`src/include/mem_defs.svh`:
```
`ifndef MEM_DEFS_SVH
`define MEM_DEFS_SVH

// one-hot micro-op kind bit positions.
`define KIND_FENCE 1
`define KIND_CSR   2
`define KIND_STORE 3
`define KIND_LOAD  4
`define KIND_CMO   5

// csr opcodes in op bits 1:0.
`define CSR_OP_RW  2'd1
`define CSR_OP_SET 2'd2
`define CSR_OP_CLR 2'd3

// exception cause reported for bad csr access.
`define EXC_ILLEGAL_INSTR 4'd2

`endif

```
`src/verilog/mem_pkg.sv`:
```
package mem_pkg;

  localparam int PRF_TAG_W = 6;
  localparam int ROB_TAG_W = 6; // msb is the wrap bit.
  localparam int XLEN      = 32;

  typedef struct packed {
    logic [ROB_TAG_W-1:0] rob;
    logic [5:0]           kind; // one-hot as in mem_defs.svh.
    logic [2:0]           op;
    logic [XLEN-1:0]      imm;
    logic [PRF_TAG_W-1:0] rs1;
    logic [PRF_TAG_W-1:0] rs2;
    logic [PRF_TAG_W-1:0] dest;
  } mem_uop_t;

  typedef struct packed {
    logic [ROB_TAG_W-1:0] rob;
    logic                 cmo;
    logic [3:0]           op; // {store, op}.
    logic [XLEN-1:0]      rs1_val;
    logic [XLEN-1:0]      rs2_val;
    logic [XLEN-1:0]      imm;
    logic [PRF_TAG_W-1:0] dest;
  } agu_req_t;

  typedef struct packed {
    logic [XLEN-1:0]      addr;
    logic [XLEN-1:0]      data;
    logic [1:0]           size;
    logic [ROB_TAG_W-1:0] rob;
    logic [PRF_TAG_W-1:0] dest;
  } mem_req_t;

  typedef struct packed {
    logic [11:0]     addr;
    logic [XLEN-1:0] data;
    logic [1:0]      opcode;
    logic            wr_en;
  } csr_req_t;

  typedef struct packed {
    logic                 valid;
    logic [PRF_TAG_W-1:0] dest;
    logic [XLEN-1:0]      data;
  } wb_t;

  typedef struct packed {
    logic                 valid;
    logic [ROB_TAG_W-1:0] rob;
    logic [3:0]           code;
  } excp_t;

endpackage

```
`src/verilog/mem_agu.sv`:
```
`timescale 1ns/1ps

module mem_agu import mem_pkg::*; (
  input  logic     core_clock_i,
  input  logic     arst_n_i,
  input  logic     agu_vld_i,
  input  agu_req_t agu_i,
  output logic     agu_busy_o,
  output logic     load_vld_o,
  output mem_req_t load_o,
  output logic     sb_push_o,
  output mem_req_t sb_data_o,
  input  logic     sb_full_i
);

  logic [XLEN-1:0] addr;
  logic            is_load;
  logic            take;

  assign addr    = agu_i.rs1_val + agu_i.imm;
  assign is_load = !agu_i.cmo & !agu_i.op[3];

  // a full store buffer stalls loads as well, so the request is held upstream.
  assign take       = agu_vld_i & !sb_full_i;
  assign agu_busy_o = sb_full_i;

  always_ff @(posedge core_clock_i or negedge arst_n_i) begin
    if (!arst_n_i) begin
      load_vld_o <= 1'b0;
    end else begin
      load_vld_o <= take & is_load;
    end
  end

  always_ff @(posedge core_clock_i) begin
    if (take && is_load) begin
      load_o.addr <= addr;
      load_o.data <= '0;
      load_o.size <= agu_i.op[1:0];
      load_o.rob  <= agu_i.rob;
      load_o.dest <= agu_i.dest;
    end
  end

  // stores and cmo go straight into the buffer.
  assign sb_push_o      = take & !is_load;
  assign sb_data_o.addr = addr;
  assign sb_data_o.data = agu_i.cmo ? '0 : agu_i.rs2_val;
  assign sb_data_o.size = agu_i.cmo ? 2'd3 : agu_i.op[1:0];
  assign sb_data_o.rob  = agu_i.rob;
  assign sb_data_o.dest = agu_i.dest;

endmodule

```
`config.mk`:
```
export PLATFORM = sky130hd
export DESIGN_NAME = mem_agu
export DESIGN_NICKNAME = d
export VERILOG_FILES = /design/src/include/mem_defs.svh /design/src/verilog/mem_pkg.sv /design/src/verilog/mem_agu.sv
export SDC_FILE = /design/constraint.sdc
export NUM_CORES = 1
export LEC_CHECK = 0
export ABC_AREA = 1
export BUFFER_PORTS_ARGS = -buffer_cell sky130_fd_sc_hd__buf_2
export CORE_MARGIN = 2
export CORE_UTILIZATION = 40
export DETAILED_ROUTE_END_ITERATION = 6
export HOLD_SLACK_MARGIN = 0.12
export PLACE_DENSITY_LB_ADDON = 0.15
export SKIP_CTS_REPAIR_TIMING = 1
export SYNTH_ARGS = -nofsm -noshare
export SYNTH_HDL_FRONTEND = slang
export SYNTH_SLANG_ARGS = --single-unit
```
`constraint.sdc`:
```
create_clock -name core_clock_i -period 1.6 [get_ports core_clock_i]
set_input_delay 0.16 -clock core_clock_i [delete_from_list [all_inputs] [get_ports core_clock_i]]
set_output_delay 0.16 -clock core_clock_i [all_outputs]
set_load 0.05 [all_outputs]
```
==> results.json <==
{
  "status": "finished, violations left",
  "violations": "setup timing",
  "drc": 0,
  "grt_max_degree": 48,
  "rsz0062_at_grt": "yes",
  "intPower_w": 0.00314,
  "dieWidth_um": 108,
  "p_leak_nw": 4.26,
  "hold_viol_final": 0,
  "place.port_buffers": 242,
  "path_cells": "buf_2, ha_4, nand2_1, nor3_1, nand2_1, nand2_4, nand2_2, nand2_1, nand2_2, nand2_4, buf_4",
  "cts_buffer_depth": 2,
  "h-tree-depth": 2,
  "cp_top_family": "simple AND/OR/NAND/NOR gates",
  "num-fill-cells": 793,
  "drive_above_1_share": 0.542,
  "wirelength_um": 14700,
  "antenna_found_initial": 0,
  "floorplan.initialDensity": 0.406,
  "die-area_mm2": 0.0117,
  "post_drt_wl_per_cell_um": 13.3,
  "rows": 38,
  "power_frac_seq": 0.243,
  "multi_input_area_mm2": 0.00345,
  "die_h_um": 108,
  "clkTransAtPathRegs_ns": 0.09,
  "setup_viol": 25,
  "critPathLaunchType": "input pin",
  "yosys-top-cells-area": "edfxtp_1, nand2_1, inv_1, ha_1, buf_4",
  "overflow": 0,
  "period_minus_slack_ns": 1.89,
  "cp.arrival_ns": 1.73,
  "synth_edf_count": 46,
  "setup.worst_path.class": "input pin to output pin",
  "crit_buf_inv": 2,
  "syn2layout_area_growth_pct": 80.4,
  "hold-worst-slack_ns": 0.152,
  "drt_first_pass_iters": 5,
  "yosys_warnings": 0,
  "max_cap_violations": 0,
  "tns_ns": -4.09,
  "yosys.area.top_type": "edfxtp_1",
  "synth_top_cell_area_share": 0.317,
  "drt-vias-per-instance": 4.52,
  "hpwl_um": 11100,
  "final_cell_mix": "buf_2, nand2_1, inv_1, buf_4, nand2_2",
  "fmax_mhz": 529,
  "syn_area_per_cell_um2": 6.61,
  "cts_root_buffer": "clkbuf_8",
  "synth_seq_cells": 47,
  "slowest_delay_ns": 0.30,
  "cts.sinks": 47,
  "critPathMaxFanout": 4,
  "sw_frac_of_total": 0.472,
  "final_common_cell": "buf_2",
  "slew_violations": 0,
  "p_sw_w": 0.00281,
  "place_ws_ns": -0.392,
  "route.antenna.remaining_nets": 0,
  "cts_buffers": 5,
  "ff_latch_area_mm2": 0.00141,
  "pwr-share-comb": 0.625,
  "grt_pass1_vias": 4228,
  "hold_path_class": "input pin to flip-flop",
  "async_flop_share": 0.0213,
  "grt_first_pass_wirelength_um": 19300,
  "synth_seq_area_share": 0.323,
  "first_iter_violations": 271,
  "cellPowerDensity_mw_per_mm2": 756,
  "dpl-instance-area_mm2": 0.00660,
  "netlist_area_mm2": 0.00436,
  "finalCritPeriodShare": 1.18,
  "synthCells": 659,
  "fin_nets": 1118,
  "grt_usage": 0.208,
  "worst_slack_ns": -0.291,
  "peakVddDrop_uv": 456,
  "coreArea_mm2": 0.0107,
  "n_antenna_cell": 0,
  "dr_total_vias": 5018,
  "gp_congestion": 0.898,
  "worstSetupEndpointType": "output pin",
  "critPathMostFrequentCell": "nand2_1",
  "crit_required_ns": 1.44,
  "synth_top_flop_cell": "edfxtp_1",
  "ios": 276,
  "postLayoutCellArea_mm2": 0.00786,
  "p_clk_frac": 0.132,
  "crit_slowest_cell": "ha_4",
  "cts_tree": "built",
  "ys_types": 22
}
## routing by layer
layer	share of wire	global-route usage
met5	0	0
met4	0.018	0.0513
met3	0.060	0.0265
met2	0.52	0.372
met1	0.40	0.267
## cell type report
class                   instances  share of cell area
flip-flops and latches         47               0.179
inverters                     145              0.0692
multi-input cells             449               0.439
repair buffers                321               0.278
clock inverters                 2             0.00207
clock buffers                   6              0.0105
well taps                     140              0.0223
## state kept, by name (all words and copies together) (netlist names)
register and count:
load_o 46, load_vld_o 1
## power groups by stage
stage	logic (W)	clock network, W	registers [W]
6_report	0.00372	0.000782	0.00145
5_1_grt	0.00393	0.000854	0.00145
4_1_cts	0.00305	0.000841	0.00145
3_5_place_dp	0.00305	0	0.00147
3_3_place_gp	0.00302	0	0.00147
2_1_floorplan	0.00214	0	0.00163
## per-stage QoR
step | utilization | total power (W) | cells
finish | 0.732 | 0.00594 | 1110
global route | 0.732 | 0.00624 | 1110
global placement | 0.614 | 0.00449 | 1076
floorplan | - | 0.00377 | 690
CTS | 0.623 | 0.00534 | 1084
detailed placement | 0.614 | 0.00452 | 1076
## logic make-up after synthesis
family | share of synthesized area
buf+inv | 0.206
xor+xnor | 0.0321
flops | 0.323
compound gates | 0.0281
fa+ha+maj | 0.0936
other cells | 0.000860
simple gates | 0.317
## path summary, 6_finish.rpt
| check | start | endpoint | depth (start not counted) |
|---|---|---|---|
| max in group asynchronous | arst_n_i | load_vld_o$_DFF_PN0_ | 2 |
| hold / removal | agu_i[6] | load_o[46]$_DFFE_PP_ | 2 |
| min in group asynchronous | arst_n_i | load_vld_o$_DFF_PN0_ | 2 |
| setup / recovery | agu_i[12] | sb_data_o[76] | 11 |
## cells in the mapped netlist (4+ instances only)
cell / number
nand3_1: 25
a21oi_1: 20
nand2_2: 8
nand2_1: 227
nand4_1: 4
inv_1: 145
clkbuf_1: 4
ha_1: 31
nor3_1: 6
xor2_1: 15
buf_4: 45
nor2_1: 72
edfxtp_1: 46
Power figures use the tool's default switching activity.
