===== config.mk =====
export PLATFORM = sky130hd
export DESIGN_NAME = phys_regfile
export DESIGN_NICKNAME = d
export VERILOG_FILES = /design/src/include/mem_defs.svh /design/src/verilog/mem_pkg.sv /design/src/verilog/phys_regfile.sv
export SDC_FILE = /design/constraint.sdc
export NUM_CORES = 2
export LEC_CHECK = 0
export ABC_CLOCK_PERIOD_IN_PS = 3010
export BUFFER_PORTS_ARGS = -buffer_cell sky130_fd_sc_hd__buf_2
export CORE_UTILIZATION = 30
export CTS_BUF_LIST = sky130_fd_sc_hd__clkbuf_16
export DETAILED_ROUTE_END_ITERATION = 8
export SLEW_MARGIN = 5
export SYNTH_ARGS = -nofsm -noshare
export SYNTH_HDL_FRONTEND = slang
export SYNTH_SLANG_ARGS = --single-unit
export TNS_END_PERCENT = 50

===== constraint.sdc =====
create_clock -name core_clock_i -period 3.01 [get_ports core_clock_i]
set_input_delay 0.602 -clock core_clock_i [delete_from_list [all_inputs] [get_ports core_clock_i]]
set_output_delay 0.602 -clock core_clock_i [all_outputs]
set_load 0.005 [all_outputs]

===== src/include/mem_defs.svh =====
`ifndef MEM_DEFS_SVH
`define MEM_DEFS_SVH

// one-hot micro-op kind bit positions.
`define KIND_FENCE 1
`define KIND_CSR   2
`define KIND_STORE 3
`define KIND_LOAD  4
`define KIND_CMO   5

// csr opcodes in op bits 1:0.
`define CSR_OP_RW  2'd1
`define CSR_OP_SET 2'd2
`define CSR_OP_CLR 2'd3

// exception cause reported for bad csr access.
`define EXC_ILLEGAL_INSTR 4'd2

`endif


===== src/verilog/mem_pkg.sv =====
package mem_pkg;

  localparam int PRF_TAG_W = 6;
  localparam int ROB_TAG_W = 6; // msb is the wrap bit.
  localparam int XLEN      = 32;

  typedef struct packed {
    logic [ROB_TAG_W-1:0] rob;
    logic [5:0]           kind; // one-hot as in mem_defs.svh.
    logic [2:0]           op;
    logic [XLEN-1:0]      imm;
    logic [PRF_TAG_W-1:0] rs1;
    logic [PRF_TAG_W-1:0] rs2;
    logic [PRF_TAG_W-1:0] dest;
  } mem_uop_t;

  typedef struct packed {
    logic [ROB_TAG_W-1:0] rob;
    logic                 cmo;
    logic [3:0]           op; // {store, op}.
    logic [XLEN-1:0]      rs1_val;
    logic [XLEN-1:0]      rs2_val;
    logic [XLEN-1:0]      imm;
    logic [PRF_TAG_W-1:0] dest;
  } agu_req_t;

  typedef struct packed {
    logic [XLEN-1:0]      addr;
    logic [XLEN-1:0]      data;
    logic [1:0]           size;
    logic [ROB_TAG_W-1:0] rob;
    logic [PRF_TAG_W-1:0] dest;
  } mem_req_t;

  typedef struct packed {
    logic [11:0]     addr;
    logic [XLEN-1:0] data;
    logic [1:0]      opcode;
    logic            wr_en;
  } csr_req_t;

  typedef struct packed {
    logic                 valid;
    logic [PRF_TAG_W-1:0] dest;
    logic [XLEN-1:0]      data;
  } wb_t;

  typedef struct packed {
    logic                 valid;
    logic [ROB_TAG_W-1:0] rob;
    logic [3:0]           code;
  } excp_t;

endpackage


===== src/verilog/phys_regfile.sv =====
`timescale 1ns/1ps

module phys_regfile import mem_pkg::*; (
  input  logic                 core_clock_i,
  input  logic                 arst_n_i,
  input  logic [PRF_TAG_W-1:0] rs1_tag_i,
  input  logic [PRF_TAG_W-1:0] rs2_tag_i,
  output logic [XLEN-1:0]      rs1_data_o,
  output logic [XLEN-1:0]      rs2_data_o,
  input  wb_t                  wb_i
);

  localparam int              NUM_REGS     = 2**PRF_TAG_W;
  localparam logic [XLEN-1:0] PRELOAD_STEP = 32'h0101_0101;

  logic [XLEN-1:0] regs [NUM_REGS];

  // reset loads register n with n * 0x01010101.
  always_ff @(posedge core_clock_i or negedge arst_n_i) begin
    if (!arst_n_i) begin
      for (int i = 0; i < NUM_REGS; i++) begin
        regs[i] <= XLEN'(i) * PRELOAD_STEP;
      end
    end else if (wb_i.valid && wb_i.dest != '0) begin
      regs[wb_i.dest] <= wb_i.data;
    end
  end

  assign rs1_data_o = (rs1_tag_i == '0) ? '0 : regs[rs1_tag_i]; // p0 is hardwired zero.
  assign rs2_data_o = (rs2_tag_i == '0) ? '0 : regs[rs2_tag_i];

endmodule


==> flow_summary.ini <==
[outcome]
run_status = complete, but fails checks
violated_checks = setup timing

[detailed_routing]
aggregate_routed_wire_length_microns = 385000
routedWlPerCell_microns = 31.0
detail-route-antenna-nets = 0
detail_route.iter0.violations = 6635
detail_route.drc_violations = 0
dr.pass1.iters = 6
vias_per_cell = 5.67
dr_total_vias = 70300

[hold_path]
hold_path.startpoint = wb_i[22]
timing.hold.worst_endpoint = regs[1046]$_DFFE_PN0P_
worstHoldPathCells = 2
worst_min_delay_path_class = in -> reg

[floorplanning]
core_region_area_sq_um = 366000
io-pin-count = 117
floorplan.initialDensity = 0.301
die-height_microns = 608
floorplan.die.width_microns = 608
std_cell_rows = 222
total_die_area_sq_um = 370000

[worst_setup_path]
startpoint_type = flop
r2r_cells = 3
reg2reg_setup_slack_ps = 2000
path_class = reg -> out
worst_ep_required_time_ps = 2410
worstPathMaxFanout = 3
worstPathArrival_ps = 3040
rr_endpoint = regs[1568]$_DFFE_PN0P_
critical_path.reg2reg.startpoint = regs[1568]$_DFFE_PN0P_
endpoint_kind = output port

[timing]
slew_headroom = 0.150
share_of_the_cycle_needed_by_the_critical_path_after_routing = 1.21
setup_viol = 64
tightestPinTransition_ps = 1280
report.final.slew_viol_count = 0
hold_slack_ps = 326
hold_viol_final = 0
finalWorstSetupSlack_ps = -636
clock_skew_ps = 0
fmaxAchievable_mhz = 274
grt_setup_unrepaired = yes
period_minus_slack_ps = 3650

[flow_run]
max_cap_violations = 0

[cells_and_area]
postLayoutCellArea_sq_um = 132000
design.final.nets = 7454
number_of_fill_cells_in_the_layout = 34100
syn2layout_area_growth_pct = 20.2
layout-drive-gt1-share = 0.725
reg_top3 = regs: 2048 flops
number_of_flip_flops_under_the_largest_register_name = 2048
multi_input_area_sq_um = 56000
register_area_sq_um = 52200
top_reg_by_flops = regs
instances_no_fill = 12400

[place]
numPlacedInstances = 11900
place.port_buffers = 116
dp_hpwl_microns = 254000
pre_cts_setup_slack_ps = -1290
placement.cell_area_sq_um = 123000
gp_congestion = 0.862

[power_and_ir_drop]
worst_ir_drop_vdd_uv = 449
power_density_nw_per_um2 = 570
p_total_w = 0.0755
total_leakage_power_nw = 55.1

[global_routing]
antenna_found_initial = 31
gr-total-overflow = 0
use_met2 = 0.333
use_met1 = 0.263
maximum_number_of_pins_on_one_net_before_global_route_repair = 134
gr_met3_demand_resource = 0.0336
grtUsageTotal = 0.206
first_global_vias = 74600
grt-busiest-layer = met2
wire_length_of_the_first_global_routing_pass_microns = 559000

[clocking]
cts.clk_slew.worst_paths_ps = 70
htreeDepth = 4
clockRootBuffer = sky130_fd_sc_hd__clkbuf_16
ctsLongestPathBuffers = 4
clock_sink_count = 2048
cts-buffers-inserted = 211
clock_tree_from_tritoncts = built
clk-insertion-delay-late_ps = 860

[synth]
yosys.area.top_type_share = 0.291
warnings_synthesis = 0
synth_compound_gate_area_share = 0.0238
ys_ff_latch = 2048
synth.top_cells.by_area = sky130_fd_sc_hd__dfrtp_1 29%, sky130_fd_sc_hd__mux4_2 22%, sky130_fd_sc_hd__mux2_2 21%, sky130_fd_sc_hd__dfstp_2 18%, sky130_fd_sc_hd__mux2i_1 2.8%
synth-async-reset-ratio = 1.00
synth.cell_area_sq_um = 110000
post_synth_edffs = 0
seq_area_frac_synth = 0.474
synthSimpleGateAreaFrac = 0.0114
synthMuxAreaShare = 0.455
synth_top_area_cell = sky130_fd_sc_hd__dfrtp_1
synth_top_family_by_area = multiplexers
post_synth.cell_area_avg_sq_um = 15.9
synthMostInstantiatedCell = sky130_fd_sc_hd__mux2_2
synthTopCellsByCount = 2,052 x sky130_fd_sc_hd__mux2_2, 1,280 x sky130_fd_sc_hd__dfrtp_1, 1,066 x sky130_fd_sc_hd__mux4_2
synth_cells = 6947
synth.distinct_cells = 54
yosys.area_share.adder = 0
synth_xor_xnor_area_share = 0
synth.net_count = 7000
yosys_most_used_dff = sky130_fd_sc_hd__dfrtp_1
==> how the worst max path moves through the flow <==
stage	startpoint	endpoint	slack, ps	cells after the start
2_1_floorplan	rs1_tag_i[2]	rs1_data_o[31]	40	7
3_3_place_gp	rs2_tag_i[1]	rs2_data_o[20]	-1310	10
3_5_place_dp	rs2_tag_i[1]	rs2_data_o[20]	-1290	10
4_1_cts	regs[301]$_DFFE_PN1P_	rs1_data_o[13]	-670	6
5_1_grt	regs[1538]$_DFFE_PN1P_	rs1_data_o[2]	-740	7
6_report	regs[1538]$_DFFE_PN1P_	rs1_data_o[2]	-640	7
==> report_power, final <==
| group | total [W] | switching (W) | internal (W) |
|---|---|---|---|
| clock network | 0.0258 | 0.0116 | 0.0142 |
| registers | 0.0349 | 0.00271 | 0.0322 |
| logic | 0.0147 | 0.00630 | 0.00843 |
| total | 0.0755 | 0.0206 | 0.0548 |
==> critical path, cell delays in order (launching register included) <==
cell	delay [ps]
sky130_fd_sc_hd__dfstp_2	380
sky130_fd_sc_hd__mux4_2	470
sky130_fd_sc_hd__mux2i_2	190
sky130_fd_sc_hd__a21oi_2	80
sky130_fd_sc_hd__o211ai_1	480
sky130_fd_sc_hd__o21ai_1	210
sky130_fd_sc_hd__buf_4	220
sky130_fd_sc_hd__buf_6	120
==> layout by cell type (no fill, tap or decap), drive strengths merged, types with 3 or more instances in the layout <==
master	synthesis	routed
o221ai	38	38
a2111oi	7	7
a21oi	68	68
o22a	10	10
clkinv	1	91
mux4	1066	1066
nand2b	7	7
inv	3	60
nand3b	5	5
buf	460	1035
a22oi	56	56
nor2	108	108
dfrtp	1280	1280
nand2	96	96
a221oi	8	8
mux2i	305	305
mux2	2052	2052
or2	3	3
clkinvlp	0	6
nor2b	8	8
a211oi	3	3
diode	0	18
and2	6	6
nor3	21	21
bufbuf	0	4
a31o	7	7
o22ai	40	40
a221o	14	14
nand3	25	25
bufinv	0	14
dfstp	768	768
a32oi	5	5
o21ai	82	82
o2111ai	20	20
o211ai	16	16
clkbuf	340	219
==> final cells by class <==
type                            count  share of cell area
Antenna cell                       18            0.000340
Clock buffer                      218              0.0412
Clock inverter                    167             0.00832
Inverter                            4            0.000113
Multi-Input combinational cell   4095               0.423
Sequential cell                  2048               0.394
Tap cell                         4816              0.0455
Timing Repair Buffer             1041              0.0875
==> cell families (layout without fill, tap and decap cells) <==
| logic type | count (synthesis) | in the layout |
|---|---|---|
| muxes | 3423 | 3423 |
| DFF | 2048 | 2048 |
| and+or+nand+nor | 288 | 288 |
| AOI/OAI and AO/OA | 384 | 384 |
| other | 0 | 18 |
| buffers and inverters | 804 | 1430 |
==> metrics by stage <==
step	TNS (ps)	utilization
finish	-28200	0.362
global route	-31220	0.362
CTS	-30080	0.360
detailed placement	-42900	0.336
global placement	-44160	0.336
floorplan	0	-
==> per-layer routing <==
metal,part of all wire,vias up
met2,0.48,2765
met4,0.061,14
met3,0.060,856
met1,0.40,38800
met5,0.00024,-
li1,-,27900
==> timing repair <==
item / 4_1_cts / 5_1_grt
endpoints found under the hold margin: 8 / 0
gates cloned: 8 / 1
gates resized for setup: 334 / 95
buffers inserted: 65 / 22
hold buffers: 1 / 0
endpoints found under the setup margin: 64 / 64
pin swaps: 66 / 47
(Power assumes the default switching activity.)
