## config.mk

```make
export PLATFORM = sky130hd
export DESIGN_NAME = store_buffer
export DESIGN_NICKNAME = d
export VERILOG_FILES = /design/src/include/mem_defs.svh /design/src/verilog/mem_pkg.sv /design/src/verilog/store_buffer.sv
export SDC_FILE = /design/constraint.sdc
export NUM_CORES = 1
export LEC_CHECK = 0
export ABC_CLOCK_PERIOD_IN_PS = 8900
export BUFFER_PORTS_ARGS = -buffer_cell sky130_fd_sc_hd__buf_4
export CAP_MARGIN = 10
export CORE_MARGIN = 4
export CORE_UTILIZATION = 45
export DETAILED_ROUTE_END_ITERATION = 6
export PLACE_DENSITY = 0.65
export REMOVE_ABC_BUFFERS = 1
export SYNTH_ARGS = -nofsm -noshare
export SYNTH_HDL_FRONTEND = slang
export SYNTH_SLANG_ARGS = --single-unit
```

## constraint.sdc

```tcl
create_clock -name core_clock_i -period 8.9 [get_ports core_clock_i]
set_input_delay 0.89 -clock core_clock_i [delete_from_list [all_inputs] [get_ports core_clock_i]]
set_output_delay 0.89 -clock core_clock_i [all_outputs]
set_load 0.01 [all_outputs]
```

## src/include/mem_defs.svh

```systemverilog
`ifndef MEM_DEFS_SVH
`define MEM_DEFS_SVH

// one-hot micro-op kind bit positions.
`define KIND_FENCE 1
`define KIND_CSR   2
`define KIND_STORE 3
`define KIND_LOAD  4
`define KIND_CMO   5

// csr opcodes in op bits 1:0.
`define CSR_OP_RW  2'd1
`define CSR_OP_SET 2'd2
`define CSR_OP_CLR 2'd3

// exception cause reported for bad csr access.
`define EXC_ILLEGAL_INSTR 4'd2

`endif

```

## src/verilog/mem_pkg.sv

```systemverilog
package mem_pkg;

  localparam int PRF_TAG_W = 6;
  localparam int ROB_TAG_W = 6; // msb is the wrap bit.
  localparam int XLEN      = 32;

  typedef struct packed {
    logic [ROB_TAG_W-1:0] rob;
    logic [5:0]           kind; // one-hot as in mem_defs.svh.
    logic [2:0]           op;
    logic [XLEN-1:0]      imm;
    logic [PRF_TAG_W-1:0] rs1;
    logic [PRF_TAG_W-1:0] rs2;
    logic [PRF_TAG_W-1:0] dest;
  } mem_uop_t;

  typedef struct packed {
    logic [ROB_TAG_W-1:0] rob;
    logic                 cmo;
    logic [3:0]           op; // {store, op}.
    logic [XLEN-1:0]      rs1_val;
    logic [XLEN-1:0]      rs2_val;
    logic [XLEN-1:0]      imm;
    logic [PRF_TAG_W-1:0] dest;
  } agu_req_t;

  typedef struct packed {
    logic [XLEN-1:0]      addr;
    logic [XLEN-1:0]      data;
    logic [1:0]           size;
    logic [ROB_TAG_W-1:0] rob;
    logic [PRF_TAG_W-1:0] dest;
  } mem_req_t;

  typedef struct packed {
    logic [11:0]     addr;
    logic [XLEN-1:0] data;
    logic [1:0]      opcode;
    logic            wr_en;
  } csr_req_t;

  typedef struct packed {
    logic                 valid;
    logic [PRF_TAG_W-1:0] dest;
    logic [XLEN-1:0]      data;
  } wb_t;

  typedef struct packed {
    logic                 valid;
    logic [ROB_TAG_W-1:0] rob;
    logic [3:0]           code;
  } excp_t;

endpackage

```

## src/verilog/store_buffer.sv

```systemverilog
`timescale 1ns/1ps

module store_buffer import mem_pkg::*; #(
  parameter int SB_DEPTH = 4
) (
  input  logic     core_clock_i,
  input  logic     arst_n_i,
  input  logic     push_i,
  input  mem_req_t push_data_i,
  output logic     full_o,
  output logic     empty_o,
  input  logic     mem_ready_i,
  output logic     st_vld_o,
  output mem_req_t st_o
);

  localparam int PTR_W = (SB_DEPTH > 1) ? $clog2(SB_DEPTH) : 1;
  localparam int CNT_W = $clog2(SB_DEPTH + 1);

  mem_req_t         entries [SB_DEPTH];
  logic [PTR_W-1:0] wr_ptr;
  logic [PTR_W-1:0] rd_ptr;
  logic [CNT_W-1:0] count;
  logic             do_push;
  logic             do_pop;

  function automatic logic [PTR_W-1:0] next_ptr(input logic [PTR_W-1:0] ptr);
    return (ptr == PTR_W'(SB_DEPTH - 1)) ? '0 : ptr + 1'b1;
  endfunction

  assign empty_o  = (count == '0);
  assign full_o   = (count == CNT_W'(SB_DEPTH));
  assign st_vld_o = !empty_o;
  assign st_o     = entries[rd_ptr]; // oldest entry.

  assign do_pop  = st_vld_o & mem_ready_i;
  assign do_push = push_i & (!full_o | do_pop); // full is fine if a slot frees this cycle.

  always_ff @(posedge core_clock_i or negedge arst_n_i) begin
    if (!arst_n_i) begin
      wr_ptr <= '0;
      rd_ptr <= '0;
      count  <= '0;
    end else begin
      if (do_push) begin
        wr_ptr <= next_ptr(wr_ptr);
      end
      if (do_pop) begin
        rd_ptr <= next_ptr(rd_ptr);
      end
      count <= count + CNT_W'(do_push) - CNT_W'(do_pop);
    end
  end

  always_ff @(posedge core_clock_i) begin
    if (do_push) begin
      entries[wr_ptr] <= push_data_i;
    end
  end

endmodule

```

==> impl_metrics.ini <==
[routing]
drt-initial-drc-count = 406
vias_per_cell = 5.256
drtAntennaViolNets = 0
drc = 0
wire_per_inst_um = 22.11
vias = 5182
drt_pre_antenna_iters = 4
drt_wl_total_mm = 21.80

[final_layout]
fillCellCount = 1844
combined_area_of_the_multi_input_logic_cells_um2 = 2022
seqCellArea_um2 = 9552
post-route-cell-area_um2 = 14360
drive_gt1_share_pct = 46.65
antennaDiodeCount = 0
syn_to_final_growth_pct = 23.14
final_net_count = 720

[floorplan]
dieWidth_um = 169.0
rows = 58
ioPinCount = 163
initial_utilization_pct = 46.04
die_area_um2 = 28550
core_area_um2 = 25330
die_y_um = 169.0

[pwr]
pleak_nw = 4.936
power.net_switching_w = 0.001330
netSwitchingFraction_pct = 27.36
power.internal_w = 0.003533
power.share.clock_pct = 27.9
irDropWorstVdd_mv = 0.2211
power-per-cell-area_nw_per_um2 = 338.7
pwr-share-comb_pct = 27.5
seq_power_share_pct = 44.6

[placed_design]
buffer_ports.inserted = 162
postPlaceCellArea_um2 = 13260
dpl.hpwl_mm = 12.86
globalplace.congestion = 0.6921

[global_routing]
grt_busiest_layer = met2
number_of_global_route_vias_before_repair = 5703
global_route.usage.met2_pct = 26.33
use_met3_pct = 4.390
grt_overflow_total = 0
maximum_number_of_pins_on_one_net_before_global_route_repair = 81
grt_first_pass_wirelength_mm = 33.16
track_usage_pct = 15.38
groute.layer.met1.usage_pct = 19.78
antenna_found_initial = 0

[clocking]
clkTransAtPathRegs_ps = 60
cts.hold.buffers_added = 0
cts-root-buf = sky130_fd_sc_hd__clkbuf_16
clockBufferDepth = 3
numClockSinks = 319
postCtsSetupBuffers = 0
cts.htree.levels = 2
post_cts_resize_count = 0
worst_skew_pair.late_latency_ps = 490
cts_tree = done
cts_inserted_buffers = 34

[synth]
ys_ff_latch = 319
ys_types = 22
synth_flop_type = sky130_fd_sc_hd__edfxtp_1
synth-edff-count = 312
async_flop_share_pct = 2.194
synth-seq-area-share_pct = 81.85
synth_top_family_by_area = multiplexers
post_synth_inst_count = 446
syn-cell-area_um2 = 11660
synth-xor-area-share_pct = 0.1502
synth_compound_area_share_pct = 0.1717
synth_warnings = 0
avgSynthCellArea_um2 = 26.14
synthMuxAreaShare_pct = 15.60
synth_adder_area_share_pct = 0.8155
yosys.area_share.simple_pct = 0.5151

[setup_path]
path_max_fanout = 47
reg2reg_to = entries[1][77]
worst_path_most_repeated_cell = sky130_fd_sc_hd__buf_4
critPathRequiredTime_ps = 8010
crit_path_start_kind = flip-flop
timing.reg2reg.setup_slack_ps = 6470
reg2regPathDepth = 4
cp_slowest_cell = sky130_fd_sc_hd__dfrtp_4
cp_slowest_stage_delay_ps = 880
timing.critical_path.to_type = primary output
critical_path_arrival_ps = 3050
path_cells = buf_4, mux4_2, buf_4
critPathKind = flip-flop to primary output
r2r-start = count[2]

[sta]
finalSetupTns_ps = 0
unrepaired_setup_endpoints_after_global_routing = false
relative_slew_margins_pct = 20.49
achievable-frequency_mhz = 253.5
hold-worst-slack_ps = 205.7
hold_viol = 0
timing.clock.skew_ps = 9.222
setup_viol_count_final = 0
fin_crit_ps = 3945
timing_worst_slew_pin_value_ps = 1193
slew_violations = 0
period_utilization_post_route_pct = 44.32

[flow_run]
number_of_max_cap_violations = 0

[min_path]
hold_path.class = input port to asynchronous set/reset pin

[run_status]
outcome = complete, no violations
-- critical path, delay by kind of cell (launching register included) --
family                 cells  cell delay (ps)
flip-flops                 1              880
buffers and inverters      2             1020
multiplexers               1              630
-- cells in the final DEF, fill, tap and decap left out, types with 2 or more instances in the layout --
cell type	count
sky130_fd_sc_hd__dfrtp_1	5
sky130_fd_sc_hd__inv_1	5
sky130_fd_sc_hd__clkbuf_1	6
sky130_fd_sc_hd__inv_6	2
sky130_fd_sc_hd__clkinv_2	5
sky130_fd_sc_hd__ha_1	6
sky130_fd_sc_hd__edfxtp_1	312
sky130_fd_sc_hd__bufinv_16	2
sky130_fd_sc_hd__mux2_2	2
sky130_fd_sc_hd__nor2_1	2
sky130_fd_sc_hd__and2_4	4
sky130_fd_sc_hd__clkinv_1	7
sky130_fd_sc_hd__mux2_4	2
sky130_fd_sc_hd__clkbuf_16	37
sky130_fd_sc_hd__dfrtp_4	2
sky130_fd_sc_hd__mux4_2	78
sky130_fd_sc_hd__buf_4	167
-- how the worst max path moves through the flow --
stage               startpoint        to  slack [ps]
floorplan            rd_ptr[0]   st_o[0]        4200
global placement     rd_ptr[0]  st_o[21]        5320
detailed placement   rd_ptr[0]   st_o[9]        5330
CTS                  rd_ptr[0]  st_o[21]        4800
global route         rd_ptr[0]  st_o[21]        4640
finish               rd_ptr[0]  st_o[21]        4960
-- cells in the mapped netlist, types with 2 or more instances --
cell type | instances | share of area, %
sky130_fd_sc_hd__nor2_1 | 2 | 0.064
sky130_fd_sc_hd__ha_1 | 6 | 0.64
sky130_fd_sc_hd__dfrtp_1 | 7 | 1.5
sky130_fd_sc_hd__clkbuf_1 | 6 | 0.19
sky130_fd_sc_hd__edfxtp_1 | 312 | 80
sky130_fd_sc_hd__and2_1 | 4 | 0.21
sky130_fd_sc_hd__mux4_2 | 78 | 15
sky130_fd_sc_hd__mux2_4 | 2 | 0.26
sky130_fd_sc_hd__buf_2 | 11 | 0.47
sky130_fd_sc_hd__inv_1 | 5 | 0.16
sky130_fd_sc_hd__mux2_2 | 2 | 0.19
-- per-stage QoR --
step	setup slack [ps]	instances	util, %	power (W)
final	4955	986	56.69	0.004863
after global routing	4637	986	56.69	0.005118
after global placement	5325	925	52.35	0.003552
after CTS	4796	986	56.69	0.004964
after detailed placement	5335	925	52.35	0.003593
after floorplan	4202	428	-	0.002968
-- per-layer routing --
layer	vias to the layer above	part of all wire, %
li1	2285	-
met1	2693	40
met2	176	52
met3	28	6.6
met4	0	1.5
met5	-	0
-- registers in the layout (all words and copies together) (netlist names) --
name and count:
wr_ptr 2, rd_ptr 2, count 3, entries 312
-- power groups by stage --
| stage | Combinational (W) | Clock, W | Sequential, W |
|---|---|---|---|
| floorplan | 0.000773 | 0 | 0.00219 |
| global placement | 0.00136 | 0 | 0.00219 |
| detailed placement | 0.00138 | 0 | 0.00221 |
| CTS | 0.00138 | 0.00140 | 0.00218 |
| global route | 0.00144 | 0.00147 | 0.00221 |
| finish | 0.00134 | 0.00135 | 0.00217 |
-- cell families (layout without fill, tap and decap cells) --
family | after synthesis | after routing
AO/OA/AOI/OAI | 2 | 2
multiplexers | 83 | 83
flip-flops | 319 | 319
buffers and inverters | 23 | 233
AND/OR/NAND/NOR | 10 | 10
adder cells (fa/ha/maj) | 7 | 7
XOR/XNOR | 2 | 2
-- layout make-up --
| type | instances | share of cell area [%] |
|---|---|---|
| clock buffer | 44 | 6.702 |
| clock inverter | 17 | 0.9499 |
| inverter | 5 | 0.1307 |
| multi-input combinational | 104 | 14.08 |
| sequential | 319 | 66.53 |
| tap | 330 | 2.876 |
| timing repair buffer | 167 | 8.732 |
(Power assumes the default switching activity.)
