## src/include/mem_defs.svh

```systemverilog
`ifndef MEM_DEFS_SVH
`define MEM_DEFS_SVH

// one-hot micro-op kind bit positions.
`define KIND_FENCE 1
`define KIND_CSR   2
`define KIND_STORE 3
`define KIND_LOAD  4
`define KIND_CMO   5

// csr opcodes in op bits 1:0.
`define CSR_OP_RW  2'd1
`define CSR_OP_SET 2'd2
`define CSR_OP_CLR 2'd3

// exception cause reported for bad csr access.
`define EXC_ILLEGAL_INSTR 4'd2

`endif

```

## src/verilog/mem_pkg.sv

```systemverilog
package mem_pkg;

  localparam int PRF_TAG_W = 6;
  localparam int ROB_TAG_W = 6; // msb is the wrap bit.
  localparam int XLEN      = 32;

  typedef struct packed {
    logic [ROB_TAG_W-1:0] rob;
    logic [5:0]           kind; // one-hot as in mem_defs.svh.
    logic [2:0]           op;
    logic [XLEN-1:0]      imm;
    logic [PRF_TAG_W-1:0] rs1;
    logic [PRF_TAG_W-1:0] rs2;
    logic [PRF_TAG_W-1:0] dest;
  } mem_uop_t;

  typedef struct packed {
    logic [ROB_TAG_W-1:0] rob;
    logic                 cmo;
    logic [3:0]           op; // {store, op}.
    logic [XLEN-1:0]      rs1_val;
    logic [XLEN-1:0]      rs2_val;
    logic [XLEN-1:0]      imm;
    logic [PRF_TAG_W-1:0] dest;
  } agu_req_t;

  typedef struct packed {
    logic [XLEN-1:0]      addr;
    logic [XLEN-1:0]      data;
    logic [1:0]           size;
    logic [ROB_TAG_W-1:0] rob;
    logic [PRF_TAG_W-1:0] dest;
  } mem_req_t;

  typedef struct packed {
    logic [11:0]     addr;
    logic [XLEN-1:0] data;
    logic [1:0]      opcode;
    logic            wr_en;
  } csr_req_t;

  typedef struct packed {
    logic                 valid;
    logic [PRF_TAG_W-1:0] dest;
    logic [XLEN-1:0]      data;
  } wb_t;

  typedef struct packed {
    logic                 valid;
    logic [ROB_TAG_W-1:0] rob;
    logic [3:0]           code;
  } excp_t;

endpackage

```

## src/verilog/csr_file.sv

```systemverilog
`timescale 1ns/1ps
`include "mem_defs.svh"

module csr_file import mem_pkg::*; #(
  parameter int CSR_LATENCY = 2
) (
  input  logic            core_clock_i,
  input  logic            arst_n_i,
  input  logic            csr_valid_i,
  input  csr_req_t        csr_i,
  output logic            csr_done_o,
  output logic            csr_excp_o,
  output logic [XLEN-1:0] csr_rdata_o
);

  localparam int          NUM_CSR  = 8;
  localparam logic [11:0] CSR_BASE = 12'h340;

  logic [XLEN-1:0]        csr_q [NUM_CSR];
  logic                   hit;
  logic [2:0]             idx;
  logic [XLEN-1:0]        old_val;
  logic [XLEN-1:0]        new_val;
  logic [CSR_LATENCY-1:0] vld_pipe;
  logic [CSR_LATENCY-1:0] excp_pipe;
  logic [XLEN-1:0]        data_pipe [CSR_LATENCY];

  assign hit     = (csr_i.addr[11:3] == CSR_BASE[11:3]); // 0x340 to 0x347.
  assign idx     = csr_i.addr[2:0];
  assign old_val = hit ? csr_q[idx] : '0;

  always_comb begin
    case (csr_i.opcode)
      `CSR_OP_RW:  new_val = csr_i.data;
      `CSR_OP_SET: new_val = old_val | csr_i.data;
      `CSR_OP_CLR: new_val = old_val & ~csr_i.data;
      default:     new_val = old_val;
    endcase
  end

  always_ff @(posedge core_clock_i or negedge arst_n_i) begin
    if (!arst_n_i) begin
      for (int i = 0; i < NUM_CSR; i++) begin
        csr_q[i] <= '0;
      end
      vld_pipe <= '0;
    end else begin
      vld_pipe[0] <= csr_valid_i;
      for (int i = 1; i < CSR_LATENCY; i++) begin
        vld_pipe[i] <= vld_pipe[i-1];
      end
      if (csr_valid_i && hit && csr_i.wr_en) begin
        csr_q[idx] <= new_val;
      end
    end
  end

  // result travels alongside the valid bit.
  always_ff @(posedge core_clock_i) begin
    excp_pipe[0] <= !hit;
    data_pipe[0] <= old_val;
    for (int i = 1; i < CSR_LATENCY; i++) begin
      excp_pipe[i] <= excp_pipe[i-1];
      data_pipe[i] <= data_pipe[i-1];
    end
  end

  assign csr_done_o  = vld_pipe[CSR_LATENCY-1];
  assign csr_excp_o  = excp_pipe[CSR_LATENCY-1];
  assign csr_rdata_o = data_pipe[CSR_LATENCY-1];

endmodule

```

## config.mk

```make
export PLATFORM = sky130hd
export DESIGN_NAME = csr_file
export DESIGN_NICKNAME = d
export VERILOG_FILES = /design/src/verilog/mem_pkg.sv /design/src/verilog/csr_file.sv
export VERILOG_INCLUDE_DIRS = /design/src /design/src/include
export SDC_FILE = /design/constraint.sdc
export NUM_CORES = 1
export LEC_CHECK = 0
export ABC_AREA = 1
export BUFFER_PORTS_ARGS = -buffer_cell sky130_fd_sc_hd__clkbuf_2
export CORE_AREA = 2 2 185 187
export DETAILED_ROUTE_END_ITERATION = 12
export DIE_AREA = 0 0 187 189
export HOLD_SLACK_MARGIN = 0.02
export PLACE_DENSITY = 0.62
export SKIP_CTS_REPAIR_TIMING = 1
export SLEW_MARGIN = 20
export SYNTH_ARGS = -nofsm -noshare
export SYNTH_HDL_FRONTEND = slang
export SYNTH_SLANG_ARGS = --single-unit
export TNS_END_PERCENT = 5
```

## constraint.sdc

```tcl
create_clock -name core_clock_i -period 1.5 [get_ports core_clock_i]
set_clock_uncertainty 0.2 [all_clocks]
set_input_delay 0.075 -clock core_clock_i [delete_from_list [all_inputs] [get_ports core_clock_i]]
set_output_delay 0.075 -clock core_clock_i [all_outputs]
set_load 0.01 [all_outputs]
```

==> results.md, run 1 <==
- Outcome: finished, violations left
- Failing checks: negative hold slack
- R2R setup slack: 0.02 ns
- Finished Layout Cells: roughly 2800
- Combinational family with the most area after synthesis: simple AND/OR/NAND/NOR gates
- Crit path to: data_pipe[0][7]
- I/O Buffers: 83
- Filler cell count: roughly 3000
- DRC: 0
- Final WS setup: roughly 0.019 ns
- Worst hold margin: -0.113 ns
- Least-Margin Pin Slew: between 0.4 and 0.5 ns
- Place WS: -0.567 ns
- Wire per inst: between 15 and 20 um
- Chip Height: ~190 um
- Sw frac: 0.245
- Crit-path max FO: 2
- Worst R2R End: data_pipe[0][7]
- Routed wire length: 49.4 mm
- Final setup viols: 0
- Met2 Track Usage GR: 0.482
- Fraction of layout cells with a size suffix above 1: 0.181
- Power Dens Cells: between 900 and 1000 nW/um^2
- Clk pwr share: 0.460
- Sink Count: between 300 and 400
- Reg2Reg Depth: 5
- Grt met3 use: 0.0424
- CP Class: register to register
- Mux share of post-synthesis cell area: 0
- Simple-Gate Fraction of Synth Area: 0.394
- Register area share after synthesis: 0.502
- Top cell family by delay on the critical path: flip-flops
- CORE AREA: about 33000 sq um
- Gp weighted congestion: 0.838
- Initial drt markers: between 1000 and 1500
- CTS tree: done
- RSZ-0062 raised after global routing: yes
- Vias: around 14000
- Hold Crit Class: input port to async pin
- Max incr delay on CP: roughly 0.35 ns
- First-pass GRT wire length: 78.0 mm
- Stages on the worst setup path: 5
- CP dominant cell by count: nor2_1
- CTS Root Cell: clkbuf_16
- Avg Vias per Cell: just over 5
- Total CTS buffers: 37
- Mean Syn Cell Area: roughly 7.4 sq um
- Seq pwr share: 0.446
- Post-Place Cells: ~2700
- DIE AREA: about 35000 sq um
- CTS H-tree depth: 2
- FMAX: slightly below 700 MHz
- Slowest cell on the critical path: dfrtp_1
- CP Cell Sequence: nor2_1 -> nor3_1 -> nor2_1 -> buf_4 -> a21oi_1
- Worst skew pair latency: ~0.52 ns
- Highest-count cells in the layout ignoring fill and taps: nand2_1, dfrtp_1, inv_1, buf_4, nand3b_1
- #FFs+latches synth: 324
- # diodes: 0
- Post-route clock period utilization: 0.988
- Synth cell types: 30
- Comb power frac: 0.094
- Buffers & Inverters on Critical Path: 1
- Net Switching: slightly below 5 mW
- Nets: 2379
- Syn_nets: 2142
- Post-DP HPWL: ~32 mm
- Most common cell after layout, fill and taps aside: nand2_1
- TritonRoute pass-1 iters: 7
- Slew Limit Headroom: 0.675
- Num rows: 67
- Compound-gate portion of the synthesized area: 0.0107
- Worst VDD drop: ~0.84 mV
- Worst setup EP type: register
- Post-synthesis adder-cell area fraction: 0
- Post-Synthesis Cells: between 2000 and 2500
- Total power draw: 19.6 mW
- Gr ovfl total: 0
- RR Startpoint: csr_q[103]
- Initial core utilization: 0.465
- Pins Over Slew Limit: 0
- Pint: about 15 mW
- Gr usage total: 0.281
- I/O pin total: 84
- MaxCap Viol Count: 0
- Critical path startpoint: csr_q[103]
- Tmin final: between 1 and 1.5 ns
- Data required time of the critical path: 1.69 ns
- Worst Path Arrival: about 1.7 ns
- Number of global-route vias before repair: around 14000
- Leak: ~11 nW
- Setup crit start kind: register
- Die X: about 190 um
- Synth warn: 0
- Final Hold Viols: 37
- Mapped cell area: 15500 sq um
- Pin count of the biggest net entering global routing: a little over 50
- Clock Tree Buf Depth: 3
- Setup tns final: 0 ns
- GRT met1 Usage: 0.367
- Antenna-violating nets left: 0
- Synth-to-Final Area Change: 27.2%
- Synth Area in XOR/XNOR: 0.000566
- Initial antenna violation count: 0
- Gr busiest metal: met2
- Clk pin slew, worst setup/hold paths: 0.06 ns
Yosys cell counts:
cell type | instances | share of area
a21oi_1 | 1 | 0.00032
and3_1 | 8 | 0.0032
buf_1 | 5 | 0.0012
buf_2 | 62 | 0.020
buf_4 | 42 | 0.020
buf_6 | 1 | 0.00073
clkbuf_1 | 26 | 0.0063
clkinv_1 | 1 | 0.00024
dfrtp_1 | 258 | 0.42
dfxtp_1 | 66 | 0.085
inv_1 | 169 | 0.041
inv_2 | 9 | 0.0022
nand2_1 | 1086 | 0.26
nand2_2 | 23 | 0.0093
nand2_4 | 1 | 0.00073
nand3_1 | 45 | 0.015
nand3_2 | 1 | 0.00065
nand3b_1 | 88 | 0.043
nand4_1 | 58 | 0.023
nand4_2 | 1 | 0.00081
nor2_1 | 72 | 0.017
nor2_2 | 4 | 0.0016
nor2_4 | 1 | 0.00073
nor3_1 | 1 | 0.00032
nor3_2 | 1 | 0.00065
nor3_4 | 5 | 0.0053
nor4_1 | 23 | 0.0093
o21ai_0 | 32 | 0.010
or2_2 | 1 | 0.00040
xor2_1 | 1 | 0.00057
flip-flops by register name (all words and copies together) (netlist names):
name and cells:
csr_q 256, vld_pipe 2, data_pipe 64, excp_pipe 2
metal layers:
layer  routed length (um)  share of wire
met2                23700           0.48
met1                20600           0.42
met3                 3610          0.073
met5                    0              0
met4                 1440          0.029
how the worst min path moves through the flow:
stage	end	slack (ns)	cells past startpoint
after floorplan	csr_q[0]	-0.42	0
after global placement	csr_q[254]	-0.15	1
after detailed placement	csr_q[254]	-0.16	1
after CTS	csr_q[29]	-0.71	1
after global routing	csr_q[254]	-0.09	2
final	csr_q[254]	-0.11	2
through the flow:
step	cell area, sq um	util	hold WS, ns
finish	19700	0.592	-0.113
floorplan	15500	-	-0.421
global placement	18000	0.542	-0.151
CTS	19200	0.578	-0.709
detailed placement	18000	0.542	-0.157
global route	19700	0.592	-0.0853
area by class of cell:
| class | count | area [sq um] | share of cell area |
|---|---|---|---|
| flip-flops and latches | 324 | 7780 | 0.395 |
| multi-input cells | 1453 | 6460 | 0.328 |
| repair buffers | 334 | 3030 | 0.154 |
| clock buffers | 54 | 1080 | 0.0549 |
| inverters | 179 | 672 | 0.0341 |
| well taps | 448 | 561 | 0.0285 |
| clock inverters | 13 | 123 | 0.00622 |
power by group through the flow:
stage	Combinational (mW)	Clock [mW]	Sequential, mW
3_5_place_dp	1.71	0	8.90
3_3_place_gp	1.70	0	8.90
2_1_floorplan	0.791	0	8.90
4_1_cts	1.73	9.13	8.73
6_report	1.84	9.02	8.73
5_1_grt	2.01	9.53	8.73
cells by family (layout without fill, tap and decap cells):
| group | after synthesis | after routing |
|---|---|---|
| compound gates | 33 | 33 |
| xor+xnor | 1 | 1 |
| buf+inv | 315 | 580 |
| flops | 324 | 324 |
| simple gates | 1419 | 1419 |
Note: power is estimated with default switching activity, not from simulation.
==> run 2, diff against run 1 <==
--- a/config.mk
+++ b/config.mk
@@ -13,6 +13,7 @@
 export DIE_AREA = 0 0 187 189
 export HOLD_SLACK_MARGIN = 0.02
 export PLACE_DENSITY = 0.62
+export SETUP_SLACK_MARGIN = 0.05
 export SKIP_CTS_REPAIR_TIMING = 1
 export SLEW_MARGIN = 20
 export SYNTH_ARGS = -nofsm -noshare
==> run 2 against run 1 <==
The run still ends with negative hold slack left. Worst hold slack worse by 0.13 ns. Setup slack improved by 0.059 ns. Final area fell by 1.7%. Global-route usage is 0.75 points lower. Combinational power decreased by 3%. Critical path depth increased by 3. Critical path type unchanged. Critical endpoint is now csr_q[33]. Highest routed layer unchanged.
==> results.md, run 2 (synthesized netlist as in run 1, its figures left out) <==
- Antenna-violating nets left: 0
- Worst VDD drop: roughly 0.9 mV
- Placed cell areas: ~18000 sq um
- DRC: 0
- Comb power frac: 0.090
- Gr usage total: 0.274
- Place WS: -0.447 ns
- Crit-path max FO: 8
- Net Switching: about 4.8 mW
- Initial drt markers: around 1100
- Tmin final: approximately 1.4 ns
- Filler cell count: 3098
- Worst hold margin: -0.241 ns
- Chip Height: between 150 and 200 um
- CP Class: register to register
- Pint: around 15 mW
- Total power draw: between 15 and 20 mW
- Register area: approximately 7800 sq um
- Top Registers: csr_q x256, data_pipe x64
- Clk pin slew, worst setup/hold paths: about 0.060 ns
- Sink Count: 324
- Highest-count cells in the layout ignoring fill and taps: nand2_1, dfrtp_1, inv_1, buf_4, nand3b_1
- Avg Vias per Cell: around 5.1
- Max reg flops: 256
- Num rows: 67
- TritonRoute pass-1 iters: 5
- FMAX: 703 MHz
- Worst skew pair latency: between 0.5 and 0.6 ns
- Least-Margin Pin Slew: roughly 0.5 ns
- Total CTS buffers: 38
- First-pass GRT wire length: about 75 mm
- Post-layout instance area: 19400 sq um
- Final Hold Viols: 14
- Worst setup EP type: register
- MaxCap Viol Count: 0
- Top reg by flops: csr_q
- Pins Over Slew Limit: 0
- CTS Root Cell: clkbuf_16
- Data required time of the critical path: around 1.8 ns
- Synth-to-Final Area Change: 25.0%
- Initial antenna violation count: 0
- Most common cell after layout, fill and taps aside: nand2_1
- R2R setup slack: 0.08 ns
- I/O pin total: 84
- Outcome: finished, violations left
- Clk pwr share: 0.469
- Pin count of the biggest net entering global routing: 75
- Sw frac: 0.241
- Wire per inst: between 15 and 20 um
- RSZ-0062 raised after global routing: yes
- # diodes: 0
- Core Util, Final: 0.582
- Hold Crit Class: input port to async pin
- CORE AREA: ~33000 sq um
- Final WS setup: roughly 0.077 ns
- Clock Tree Buf Depth: 3
- Gr ovfl total: 0
- DIE AREA: between 30000 and 40000 sq um
- Final setup viols: 0
- Setup crit start kind: register
- Slew Limit Headroom: 0.662
- Reg2Reg Depth: 8
- Fraction of layout cells with a size suffix above 1: 0.176
- Initial core utilization: 0.465
- Post-Place Cells: around 2600
- Multi-input combinational cell area: around 6600 sq um
- Gp weighted congestion: 0.829
- CTS tree: done
- Setup tns final: 0 ns
- Worst Path Arrival: ~1.7 ns
- Number of global-route vias before repair: 13642
- Routed wire length: between 40 and 50 mm
- CTS H-tree depth: 2
- Nets: 2327
- Leak: 10.3 nW
- Power Dens Cells: 1020 nW/um^2
- Seq pwr share: 0.441
- I/O Buffers: 83
- Post-route clock period utilization: 0.949
- Die X: between 150 and 200 um
- Vias: between 10000 and 15000
- Post-DP HPWL: approximately 30 mm
- Finished Layout Cells: approximately 2800
- Failing checks: negative hold slack
==> run 2: area by class of cell <==
| class | instances | area share |
|---|---|---|
| flip-flops and latches | 324 | 0.402 |
| inverters | 179 | 0.0347 |
| clock inverters | 7 | 0.00485 |
| clock buffers | 63 | 0.0604 |
| repair buffers | 281 | 0.129 |
| well taps | 448 | 0.0290 |
| multi-input cells | 1453 | 0.341 |
==> run 2: power groups by stage <==
stage	clock, mW	combinational [mW]	sequential [mW]
4_1_cts	9.44	1.65	8.73
3_5_place_dp	0	1.64	8.90
2_1_floorplan	0	0.803	8.90
6_report	9.29	1.79	8.73
3_3_place_gp	0	1.62	8.90
5_1_grt	9.80	1.95	8.73
==> run 2: final timing paths <==
kind	startpoint	to
max in group asynchronous	arst_n_i	csr_q[238]
hold reg to reg	data_pipe[0][28]	data_pipe[0][60]
min in group core_clock_i	csr_i[35]	data_pipe[0][21]
setup / recovery	csr_q[65]	csr_q[33]
setup reg to reg	csr_q[65]	csr_q[33]
hold / removal	arst_n_i	csr_q[255]
==> run 2: per-layer routing <==
metal	GRT usage	up-vias	wire (um)
met2	0.445	546	22400
li1	-	6762	-
met4	0.109	0	1530
met1	0.363	6637	20400
met5	0	-	0
met3	0.0525	107	3920
==> run 2: critical path, stage by stage, from the launching register on <==
cell and delay (ns):
dfrtp_1 0.35, inv_1 0.04, nand3_1 0.07, nand2_1 0.07
nor2_2 0.15, nand4_1 0.16, nand2_4 0.18, nand2_1 0.07
nand2_1 0.07
